===== src/exe_defines.svh =====
// Execute stage width parameters shared by the package, the RTL and the testbench
`ifndef EXE_DEFINES_SVH
`define EXE_DEFINES_SVH

//////////////////////////////////////////////////
// Datapath widths
//////////////////////////////////////////////////

// Data word and virtual address width
`define EXE_XLEN 32

// Register file address width
`define EXE_REG_ADDR_W 5

// Shift amount field width
`define EXE_SHAMT_W 5

// Byte lanes per data word
`define EXE_BE_W 4

`endif


===== src/exe_pkg.sv =====
// Execute stage package with operation enums and the stage request and response bundles
`default_nettype none

`include "exe_defines.svh"

package exe_pkg;

  //////////////////////////////////////////////////
  // Operation encodings
  //////////////////////////////////////////////////

  // ALU operations, only ADD and SUB trap on overflow
  typedef enum logic [3:0] {
    ADD, ADDU, SUB, SUBU,
    AND, OR, XOR, NOR,
    SLT, SLTU,
    SLL, SRL, SRA,
    LUI
  } alu_op_e;

  // Operand A source
  typedef enum logic [1:0] {
    RS, PC_PLUS4, SHAMT
  } src_a_e;

  // Operand B source
  typedef enum logic [1:0] {
    RT, SIGN_IMM, FOUR, ZERO_IMM
  } src_b_e;

  // Memory access kind and size
  typedef enum logic [3:0] {
    NONE, LB, LBU, LH, LHU, LW, SB, SH, SW
  } mem_op_e;

  //////////////////////////////////////////////////
  // Bundles
  //////////////////////////////////////////////////

  // Fault flags, highest bit first
  typedef struct packed {
    logic pc_adel;
    logic ri;
    logic ovf;
    logic sys;
    logic bp;
    logic adel;
    logic ades;
  } exc_t;

  // Decode to execute
  typedef struct packed {
    logic [`EXE_XLEN-1:0]       pc;
    logic [`EXE_XLEN-1:0]       pc_plus4;
    logic [`EXE_XLEN-1:0]       rs_data;
    logic [`EXE_XLEN-1:0]       rt_data;
    logic [`EXE_SHAMT_W-1:0]    shamt;
    logic [`EXE_XLEN-1:0]       sign_imm;
    logic [`EXE_XLEN-1:0]       zero_imm;
    src_a_e                     src_a;
    src_b_e                     src_b;
    alu_op_e                    alu_op;
    mem_op_e                    mem_op;
    logic [`EXE_REG_ADDR_W-1:0] reg_waddr;
    logic                       reg_write;
    logic                       delay_slot;
    // Decode only raises pc_adel, ri, sys and bp
    exc_t                       exc;
  } exe_req_t;

  // Execute to memory
  typedef struct packed {
    logic [`EXE_XLEN-1:0]       pc;
    logic [`EXE_XLEN-1:0]       alu_result;
    logic [`EXE_XLEN-1:0]       mem_wdata;
    logic [`EXE_BE_W-1:0]       byte_en;
    mem_op_e                    mem_op;
    logic [`EXE_REG_ADDR_W-1:0] reg_waddr;
    logic                       reg_write;
    exc_t                       exc;
    logic [`EXE_XLEN-1:0]       bad_vaddr;
    logic                       delay_slot;
  } exe_rsp_t;

endpackage

`default_nettype wire


===== src/exe_operand_sel.sv =====
// ALU operand selection from register data, PC+4, shift amount and immediates
`default_nettype none
`timescale 1ns/10ps

`include "exe_defines.svh"

module exe_operand_sel (
  input  exe_pkg::exe_req_t    req,
  output logic [`EXE_XLEN-1:0] a,
  output logic [`EXE_XLEN-1:0] b
);

  import exe_pkg::*;

  // Shift amount zero-extended to a full word
  logic [`EXE_XLEN-1:0] shamt_ext;

  assign shamt_ext = {{(`EXE_XLEN - `EXE_SHAMT_W){1'b0}}, req.shamt};

  // Operand A
  always_comb begin
    case (req.src_a)
      RS:       a = req.rs_data;
      PC_PLUS4: a = req.pc_plus4;
      SHAMT:    a = shamt_ext;
      default:  a = '0;
    endcase
  end

  // Operand B, FOUR serves the link address calculation
  always_comb begin
    case (req.src_b)
      RT:       b = req.rt_data;
      SIGN_IMM: b = req.sign_imm;
      FOUR:     b = `EXE_XLEN'(4);
      ZERO_IMM: b = req.zero_imm;
      default:  b = '0;
    endcase
  end

endmodule

`default_nettype wire


===== src/exe_alu.sv =====
// Execute ALU with shared adder, shifter and comparator plus signed overflow detection
`default_nettype none
`timescale 1ns/10ps

`include "exe_defines.svh"

module exe_alu (
  input  logic [`EXE_XLEN-1:0] a,
  input  logic [`EXE_XLEN-1:0] b,
  input  exe_pkg::alu_op_e     op,
  output logic [`EXE_XLEN-1:0] result,
  output logic                 overflow
);

  import exe_pkg::*;

  localparam int XLEN = `EXE_XLEN;
  localparam int HALF = XLEN / 2;
  localparam int MSB  = XLEN - 1;

  logic                    is_sub;
  logic [XLEN-1:0]         b_eff;
  logic [XLEN-1:0]         sum;
  logic                    carry_out;
  logic                    carry_msb;
  logic                    lt_signed;
  logic                    lt_unsigned;
  logic [`EXE_SHAMT_W-1:0] sh;

  //////////////////////////////////////////////////
  // Shared adder and subtracter
  //////////////////////////////////////////////////

  // Compares reuse the subtract path
  assign is_sub = (op == SUB) || (op == SUBU) || (op == SLT) || (op == SLTU);
  assign b_eff  = is_sub ? ~b : b;

  assign {carry_out, sum} = {1'b0, a} + {1'b0, b_eff} + {{XLEN{1'b0}}, is_sub};

  // Carry into the sign bit, recovered from the sum
  assign carry_msb = sum[MSB] ^ a[MSB] ^ b_eff[MSB];

  // Trap only on the signed forms
  assign overflow = ((op == ADD) || (op == SUB)) && (carry_msb ^ carry_out);

  //////////////////////////////////////////////////
  // Comparator
  //////////////////////////////////////////////////

  // Differing signs decide directly, otherwise the difference sign does
  assign lt_signed   = (a[MSB] != b[MSB]) ? a[MSB] : sum[MSB];
  // No borrow out of a - b means a >= b
  assign lt_unsigned = ~carry_out;

  // Shifts move B by the low bits of A
  assign sh = a[`EXE_SHAMT_W-1:0];

  //////////////////////////////////////////////////
  // Result select
  //////////////////////////////////////////////////

  always_comb begin
    case (op)
      ADD, ADDU, SUB, SUBU: result = sum;
      AND:     result = a & b;
      OR:      result = a | b;
      XOR:     result = a ^ b;
      NOR:     result = ~(a | b);
      SLT:     result = {{(XLEN - 1){1'b0}}, lt_signed};
      SLTU:    result = {{(XLEN - 1){1'b0}}, lt_unsigned};
      SLL:     result = b << sh;
      SRL:     result = b >> sh;
      SRA:     result = $signed(b) >>> sh;
      LUI:     result = {b[HALF-1:0], {HALF{1'b0}}};
      default: result = '0;
    endcase
  end

endmodule

`default_nettype wire


===== src/exe_mem_align.sv =====
// Store lane enables, store data alignment and address alignment fault detection
`default_nettype none
`timescale 1ns/10ps

`include "exe_defines.svh"

module exe_mem_align (
  input  exe_pkg::mem_op_e      mem_op,
  input  logic [1:0]            addr_lo,
  input  logic [`EXE_XLEN-1:0]  rt_data,
  output logic [`EXE_BE_W-1:0]  byte_en,
  output logic [`EXE_XLEN-1:0]  wdata,
  output logic                  adel,
  output logic                  ades
);

  import exe_pkg::*;

  localparam int XLEN = `EXE_XLEN;
  localparam int BE_W = `EXE_BE_W;

  logic [BE_W-1:0] be_byte;
  logic [BE_W-1:0] be_half;
  logic [XLEN-1:0] data_byte;
  logic [XLEN-1:0] data_half;

  // One lane for bytes, a lane pair for halfwords picked by bit 1
  assign be_byte = {{(BE_W - 1){1'b0}}, 1'b1} << addr_lo;
  assign be_half = {{(BE_W - 2){1'b0}}, 2'b11} << {addr_lo[1], 1'b0};

  // Low byte or half moved into the addressed lanes, rest zero
  assign data_byte = {{(XLEN - 8){1'b0}}, rt_data[7:0]} << {addr_lo, 3'b000};
  assign data_half = {{(XLEN - 16){1'b0}}, rt_data[15:0]} << {addr_lo[1], 4'b0000};

  always_comb begin
    case (mem_op)
      SB: begin
        byte_en = be_byte;
        wdata   = data_byte;
      end
      SH: begin
        byte_en = be_half;
        wdata   = data_half;
      end
      SW: begin
        byte_en = '1;
        wdata   = rt_data;
      end
      // Loads and NONE write nothing
      default: begin
        byte_en = '0;
        wdata   = '0;
      end
    endcase
  end

  // Halfwords need bit 0 clear, words need both low bits clear
  assign adel = (((mem_op == LH) || (mem_op == LHU)) && addr_lo[0]) ||
                ((mem_op == LW) && (|addr_lo));
  assign ades = ((mem_op == SH) && addr_lo[0]) ||
                ((mem_op == SW) && (|addr_lo));

endmodule

`default_nettype wire


===== src/execute_stage.sv =====
// Pipeline execute stage with valid/allow-in handshake, fault merging and EX/MEM register
`default_nettype none
`timescale 1ns/10ps

`include "exe_defines.svh"

module execute_stage (
  input  logic                clk,
  input  logic                rst,
  input  logic                in_valid,
  input  exe_pkg::exe_req_t   in_req,
  output logic                in_allowin,
  output logic                out_valid,
  output exe_pkg::exe_rsp_t   out_rsp,
  input  logic                out_allowin
);

  import exe_pkg::*;

  logic                 valid_q;
  exe_rsp_t             rsp_q;
  exe_rsp_t             rsp_d;
  logic                 in_fire;

  logic [`EXE_XLEN-1:0] op_a;
  logic [`EXE_XLEN-1:0] op_b;
  logic [`EXE_XLEN-1:0] alu_result;
  logic                 alu_ovf;
  logic [`EXE_BE_W-1:0] st_byte_en;
  logic [`EXE_XLEN-1:0] st_wdata;
  logic                 adel;
  logic                 ades;
  exc_t                 exc_d;
  logic                 any_exc;

  //////////////////////////////////////////////////
  // Handshake
  //////////////////////////////////////////////////

  // Single entry, so accept when empty or when the held item leaves now
  assign in_allowin = !valid_q || out_allowin;
  assign in_fire    = in_valid && in_allowin;
  assign out_valid  = valid_q;
  assign out_rsp    = rsp_q;

  always_ff @(posedge clk) begin
    if (rst) begin
      valid_q <= 1'b0;
    end else if (in_allowin) begin
      valid_q <= in_valid;
    end
  end

  //////////////////////////////////////////////////
  // Datapath
  //////////////////////////////////////////////////

  exe_operand_sel i_operand_sel (
    .req (in_req),
    .a   (op_a),
    .b   (op_b)
  );

  exe_alu i_alu (
    .a        (op_a),
    .b        (op_b),
    .op       (in_req.alu_op),
    .result   (alu_result),
    .overflow (alu_ovf)
  );

  // Low address bits come straight from the ALU sum
  exe_mem_align i_mem_align (
    .mem_op  (in_req.mem_op),
    .addr_lo (alu_result[1:0]),
    .rt_data (in_req.rt_data),
    .byte_en (st_byte_en),
    .wdata   (st_wdata),
    .adel    (adel),
    .ades    (ades)
  );

  //////////////////////////////////////////////////
  // Fault merge and response build
  //////////////////////////////////////////////////

  always_comb begin
    exc_d      = in_req.exc;
    exc_d.ovf  = in_req.exc.ovf | alu_ovf;
    exc_d.adel = in_req.exc.adel | adel;
    exc_d.ades = in_req.exc.ades | ades;
  end

  assign any_exc = |exc_d;

  always_comb begin
    rsp_d            = '0;
    rsp_d.pc         = in_req.pc;
    rsp_d.alu_result = alu_result;
    rsp_d.mem_wdata  = st_wdata;
    rsp_d.mem_op     = in_req.mem_op;
    rsp_d.reg_waddr  = in_req.reg_waddr;
    rsp_d.exc        = exc_d;
    rsp_d.delay_slot = in_req.delay_slot;
    // A faulting instruction must not touch registers or memory
    rsp_d.reg_write  = in_req.reg_write & ~any_exc;
    rsp_d.byte_en    = any_exc ? '0 : st_byte_en;
    // Fetch fault takes priority over data address faults
    if (exc_d.pc_adel) begin
      rsp_d.bad_vaddr = in_req.pc;
    end else if (exc_d.adel || exc_d.ades) begin
      rsp_d.bad_vaddr = alu_result;
    end
  end

  // EX/MEM register, cleared so memory sees a zero bundle out of reset
  always_ff @(posedge clk) begin
    if (rst) begin
      rsp_q <= '0;
    end else if (in_fire) begin
      rsp_q <= rsp_d;
    end
  end

endmodule

`default_nettype wire


===== config.mk =====
export PLATFORM = sky130hd
export DESIGN_NAME = execute_stage
export DESIGN_NICKNAME = d
export VERILOG_FILES = /design/src/exe_pkg.sv /design/src/exe_operand_sel.sv /design/src/exe_alu.sv /design/src/exe_mem_align.sv /design/src/execute_stage.sv
export VERILOG_INCLUDE_DIRS = /design/src
export SDC_FILE = /design/constraint.sdc
export NUM_CORES = 1
export LEC_CHECK = 0
export BUFFER_PORTS_ARGS = -buffer_cell sky130_fd_sc_hd__buf_2
export CELL_PAD_IN_SITES_DETAIL_PLACEMENT = 1
export CELL_PAD_IN_SITES_GLOBAL_PLACEMENT = 2
export CORE_ASPECT_RATIO = 0.6
export CORE_MARGIN = 2
export CORE_UTILIZATION = 30
export DETAILED_ROUTE_END_ITERATION = 8
export GPL_ROUTABILITY_DRIVEN = 0
export GPL_TIMING_DRIVEN = 0
export PLACE_DENSITY_LB_ADDON = 0.25
export SYNTH_ARGS = -nofsm -noshare
export SYNTH_HDL_FRONTEND = slang
export SYNTH_SLANG_ARGS = --single-unit
export TNS_END_PERCENT = 20

===== constraint.sdc =====
create_clock -name clk -period 6.7 [get_ports clk]
set_input_delay 0 -clock clk [delete_from_list [all_inputs] [get_ports clk]]
set_output_delay 0 -clock clk [all_outputs]
set_load 0.02 [all_outputs]

==> results.toml, run 1 <==
[synthesis]
synth-edff-count = 0
avgSynthCellArea_sq_um = 7.485
ys_seq_area_share_pct = 18.55
synthFlopType = "dfxtp_1"
syn_inst = 2177
postSynth.asyncResetShare_pct = 0
yosysUniqueCellTypes = 92
yosysWarningCount = 0
synthesis.nets = 2501
synth_area_sq_mm = 0.01629
synth_top_cell_by_area = "dfxtp_1"
ys_ff_latch = 151
synth_top_area_share_pct = 18.55
synthTopCellsByArea = "dfxtp_1 (19%), mux2i_1 (13%), ha_1 (7.4%)"

[power_and_ir_drop]
vdd_drop_max_mv = 0.1764
power_density_mw_per_mm2 = 196.8
leakage_nw = 9.253
power_mw = 4.002

[timing]
rsz0062_at_grt = "false"
maxSlewViolCount = 0
finalCriticalPeriod_ps = 6591
finalHoldViolations = 0
period_share_pct = 98.37
fin_skew_ps = 9.589
setup_tns_ps = 0
tightest_slew_ps = 1222
setup_slack_ps = 109.0
relSlewSlack_pct = 16.41
fmax_mhz = 151.7
setup_viol = 0

[worst_setup_path]
required_ps = 6980
end_kind = "register"
critical_path_class = "in2reg"
cpLargestDelayFamily = "compound AO/OA/AOI/OAI gates"
cp.buffers_inverters = 8
critPathMaxStageDelay_ps = 730
crit_slowest_cell = "buf_1"
cp_data_arrival_time_ps = 6870
crit_fanout = 11
path_cells = "buf_4 > nor2b_1 > buf_4 > a2bb2oi_2 > clkbuf_2 > inv_1 > clkbuf_1 > clkbuf_1 > buf_1 > ha_1 > o21a_1 > o31a_1 > o211ai_1 > a21oi_1 > o21ai_0 > a2111o_1 > a31oi_2 > a41oi_4 > o211ai_4 > buf_6 > o22ai_1"
cp-start-kind = "primary input"
ff2ff_setup_slack_ps = 3810

[global_routing]
grt_pass1_vias = 20070
grt_pass1_wl_microns = 141700
grt_max_degree = 17
grtUsageTotal_pct = 34.32
grt-ovfl-total = 0
antenna_found_initial = 4

[floorplan]
core_sq_mm = 0.05392
initial_core_util_pct = 30.22
ios = 379
row_count = 66
dieArea_sq_mm = 0.05626
die_w_microns = 304.9
die_h_microns = 184.5

[placed_design]
io_buffers = 372
dp_cells = 3265
hpwlAfterDp_microns = 82150
dp_slack_ps = -484.4

[clock_tree]
clk_pin_slew_ps = 70
insertion_delay_ps = 440
htree_levels = 4
cts_sinks = 151
cts_made_buffers = 17
tritoncts = "built"
cts_root_buf = "clkbuf_16"
cts_buffer_depth = 2

[finish]
finish.cell_count_without_fillers = 3368
final_util_pct = 37.71
final_cell_mix = "buf_2 (421), nand2_1 (241), mux2i_1 (217)"
final_common_cell = "buf_2"
finalNetCount = 2961
area_growth_pct = 24.81
drive_gt1_share_pct = 22.00

[routing]
drtIter0Drc = 2715
totalWireLength_microns = 100300
drt_first_pass_iters = 9
avgViaCountPerCell = 6.102
routedWlPerCell_microns = 29.78
drc = 0
drtAntennaViolNets = 0
vias = 20550

[hold_path]
hp-class = "in2reg"

[job]
max_cap_violations = 0

[run_status]
status = "completed"
-- where the power goes --
group	internal, mW	switching (mW)	total [mW]
combinational	0.645	1.40	2.05
clock	0.537	0.436	0.972
sequential	0.952	0.0291	0.981
total	2.13	1.87	4.00
-- per-layer routing --
layer	global-route usage [%]	vias to the layer above	wire, microns
li1	-	8841	-
met1	47.91	10200	44450
met2	47.34	1284	39360
met3	13.45	217	12780
met4	11.29	8	3586
met5	0	-	105
-- state kept, by name (all words and copies together), names as in the netlist --
| name | flops |
|---|---|
| out_rsp | 150 |
| out_valid | 1 |
-- worst paths after layout --
path,start,endpoint,depth (start not counted)
worst max-delay path,in_req[24],out_rsp[14]$_SDFFE_PP0P_,21
worst min-delay path,in_req[116],out_rsp[75]$_SDFFE_PP0P_,4
worst max register to register,out_valid$_SDFFE_PP0N_,out_rsp[53]$_SDFFE_PP0P_,8
worst min register to register,out_rsp[137]$_SDFFE_PP0P_,out_rsp[137]$_SDFFE_PP0P_,2
-- cells by family after synthesis --
logic type / count (synthesis) / synth area share (%)
xor gates and xnor gates: 86 / 4.707
buffers and inverters: 286 / 7.302
adders and majority gates: 97 / 7.494
muxes: 272 / 17.18
DFF: 151 / 18.55
AOI/OAI and AO/OA: 647 / 27.02
and+or+nand+nor: 638 / 17.75
-- cells in the mapped netlist, drive strengths merged (5+ instances only) --
cell type / instances
mux2i: 217
clkbuf: 109
a31oi: 24
o21a: 5
a31o: 9
o31ai: 8
nor2: 178
o221ai: 13
a32oi: 16
a22o: 37
o21ai: 103
a21o: 16
nand3: 53
a2111oi: 5
nor2b: 12
inv: 92
a21boi: 21
nor4: 10
nor3: 45
nand2b: 8
a221oi: 14
ha: 96
buf: 84
a221o: 5
nand4: 9
xnor2: 44
a22oi: 16
and3: 11
o22ai: 38
nand3b: 5
and2: 9
or2: 30
mux2: 55
a21oi: 187
dfxtp: 151
or4: 11
a222oi: 8
xor2: 41
a211oi: 52
nand2: 241
o211ai: 28
-- cell type report --
cell class,instances,area [sq um]
Fill cell,6786,33590
Antenna cell,4,10.01
Timing Repair Buffer,441,2547
Sequential cell,151,3023
Buffer,193,842.1
Multi-Input combinational cell,1740,12100
Clock buffer,20,456.7
Tap cell,714,893.4
Clock inverter,12,118.9
Inverter,93,349.1
-- worst min-delay path: cells and delay by family --
| family | cells | cell delay, ps |
|---|---|---|
| AO/OA/AOI/OAI | 2 | 250 |
| AND/OR/NAND/NOR | 1 | 80 |
| buffers and inverters | 1 | 100 |
-- metrics by stage --
step	cell area [sq um]	hold WS, ps
detailed placement	19070	248.9
global route	20330	18.46
finish	20340	12.37
floorplan	16290	129.5
global placement	19050	241.1
CTS	20320	0.3991
-- timing repair --
item / 4_1_cts / 5_1_grt
endpoints found under the hold margin: 102 / 0
resized for setup: 1 / 3
buffers inserted: 0 / 0
gates cloned: 0 / 0
setup endpoints to repair: 11 / 62
hold buffers: 67 / 0
Power figures use the tool's default switching activity.
==> run 2, diff against run 1 <==
==> constraint.sdc (replaced) <==
create_clock -name clk -period 6.7 [get_ports clk]
set_input_delay 1.34 -clock clk [delete_from_list [all_inputs] [get_ports clk]]
set_output_delay 1.34 -clock clk [all_outputs]
set_load 0.02 [all_outputs]
==> run 2 against run 1 <==
Compared with the run above:
- sequential cell count is the same
- wire length is 0.45% lower
- cell count is 1.7% lower
- clock power rose by 0.4%
- core utilization down 0.85 points
- via count down 0.92%
- non-clock buffer count shrank 58
- register-to-register slack worse by 20 ps
- largest cell class unchanged
==> results.toml, run 2 (synthesis gave the netlist of run 1 again) <==
[run_status]
status = "completed"

[timing]
finalCriticalPeriod_ps = 6645
tightest_slew_ps = 1300
fmax_mhz = 150.5
period_share_pct = 99.18
fin_skew_ps = 9.691
rsz0062_at_grt = "false"
maxSlewViolCount = 0
hold_ws_ps = 455.8
relSlewSlack_pct = 11.12
setup_viol = 0
finalHoldViolations = 0
setup_slack_ps = 55.04

[worst_setup_path]
critPathMaxStageDelay_ps = 550
path_cells = "buf_4 > nor2b_1 > buf_4 > a2bb2oi_2 > clkbuf_4 > inv_1 > clkbuf_2 > clkbuf_2 > buf_2 > ha_1 > o21a_1 > o31a_1 > o211ai_1 > buf_4 > a21oi_2 > o21ai_1 > a2111o_1 > a31oi_4 > a41oi_4 > o211ai_4 > buf_12 > buf_6 > o22ai_1"
critical_path_class = "in2reg"
cp.buffers_inverters = 10
cp-start-kind = "primary input"
crit_slowest_cell = "a2111o_1"
cp_common_cell = "buf_4"
end_kind = "register"
required_ps = 6980
cpLargestDelayFamily = "compound AO/OA/AOI/OAI gates"
cp_data_arrival_time_ps = 6930
crit_fanout = 11

[clock_tree]
tritoncts = "built"
insertion_delay_ps = 450
cts_root_buf = "clkbuf_16"
cts_made_buffers = 17
cts_buffer_depth = 2
cts_sinks = 151
htree_levels = 4
clk_pin_slew_ps = 70

[floorplan]
row_count = 66
initial_core_util_pct = 30.22
die_w_microns = 304.9
dieArea_sq_mm = 0.05626
die_h_microns = 184.5
ios = 379
core_sq_mm = 0.05392

[placed_design]
hpwlAfterDp_microns = 82150
io_buffers = 372
dp_cells = 3265
dp_slack_ps = -1824

[routing]
drt_first_pass_iters = 8
drc = 0
routedWlPerCell_microns = 30.15
drtIter0Drc = 2673
vias = 20360
drtAntennaViolNets = 0
totalWireLength_microns = 99830
avgViaCountPerCell = 6.150

[finish]
final_common_cell = "buf_2"
finish.cell_count_without_fillers = 3311
final_cell_mix = "buf_2 (421), nand2_1 (241), mux2i_1 (217)"
area_growth_pct = 21.98
finalNetCount = 2903
fill_cells = 6776
drive_gt1_share_pct = 23.50
largest_reg_flops = 150

[job]
max_cap_violations = 0

[global_routing]
grt-ovfl-total = 0
grt_max_degree = 21
grt_pass1_vias = 19800
antenna_found_initial = 4
grtUsageTotal_pct = 34.06
grt_pass1_wl_microns = 140500

[hold_path]
hp-class = "reg2reg"

[power_and_ir_drop]
leakage_nw = 9.081
power_density_mw_per_mm2 = 201.1
vdd_drop_max_mv = 0.1782
==> run 2: cell count changes in the layout (fill, tap and decap cells not counted), moves of 2 or more <==
cell,before,now
buf_1,24,20
o21ai_0,97,95
clkbuf_2,1,6
buf_12,0,3
clkbuf_1,109,101
dlygate4sd3_1,67,0
buf_4,9,18
clkbuf_4,0,2
clkdlybuf4s15_2,0,2
a211oi_2,0,2
a211oi_1,52,50
==> run 2: timing repair <==
action,in CTS,in global routing
resized for setup,21,10
cloned,0,0
buffers inserted,5,6
pin swaps,0,5
hold buffers,0,0
endpoints found under the setup margin,88,73
==> run 2: power breakdown <==
| group | switching (mW) | internal, mW |
|---|---|---|
| Clock | 0.439 | 0.537 |
| Sequential | 0.0291 | 0.952 |
| Combinational | 1.41 | 0.632 |
==> run 2: area by class of cell <==
class | instances | area [sq um] | area share [%]
repair buffers | 385 | 1997 | 10.05
well taps | 714 | 893.4 | 4.495
clock buffers | 20 | 456.7 | 2.298
clock inverters | 12 | 118.9 | 0.5980
plain buffers | 191 | 867.1 | 4.362
multi-input cells | 1740 | 12160 | 61.15
flip-flops and latches | 151 | 3023 | 15.21
inverters | 93 | 352.8 | 1.775
diodes | 5 | 12.51 | 0.06295
==> run 2: worst register-to-register path, cell delays in order, from the launching register on <==
cell,delay (ps)
dfxtp_1,310
nand2b_1,130
and2_1,150
clkbuf_1,320
clkbuf_1,360
clkbuf_1,520
clkbuf_1,700
nand2_1,180
a21oi_1,160
==> run 2: per-layer routing <==
layer	share of wire [%]	wire length (microns)	global-route usage, %	vias up
met2	39	38960	46.78	1291
met3	12	12420	12.87	217
met5	0.096	96	1.034	-
met1	45	45000	47.93	10100
met4	3.4	3354	11.17	6
li1	-	-	-	8747
==> run 2: per-stage QoR <==
stage / TNS, ps / util (%) / cell area [sq um] / power (mW)
3_5_place_dp: -133010 / 35.36 / 19070 / 2.903
3_3_place_gp: -132660 / 35.33 / 19050 / 2.870
5_1_grt: 0 / 36.84 / 19860 / 4.113
4_1_cts: 0 / 36.67 / 19770 / 3.884
6_report: 0 / 36.86 / 19880 / 3.997
2_1_floorplan: 0 / - / 16290 / 2.140
==> run 2: worst paths after layout <==
| path | start | end | slack [ps] | cells after the start |
|---|---|---|---|---|
| min reg2reg | out_rsp[47]$_SDFFE_PP0P_ | out_rsp[47]$_SDFFE_PP0P_ | 460 | 2 |
| min | out_rsp[47]$_SDFFE_PP0P_ | out_rsp[47]$_SDFFE_PP0P_ | 460 | 2 |
| max reg2reg | out_valid$_SDFFE_PP0N_ | out_rsp[117]$_SDFFE_PP0P_ | 3790 | 8 |
| max | in_req[24] | out_rsp[14]$_SDFFE_PP0P_ | 60 | 23 |
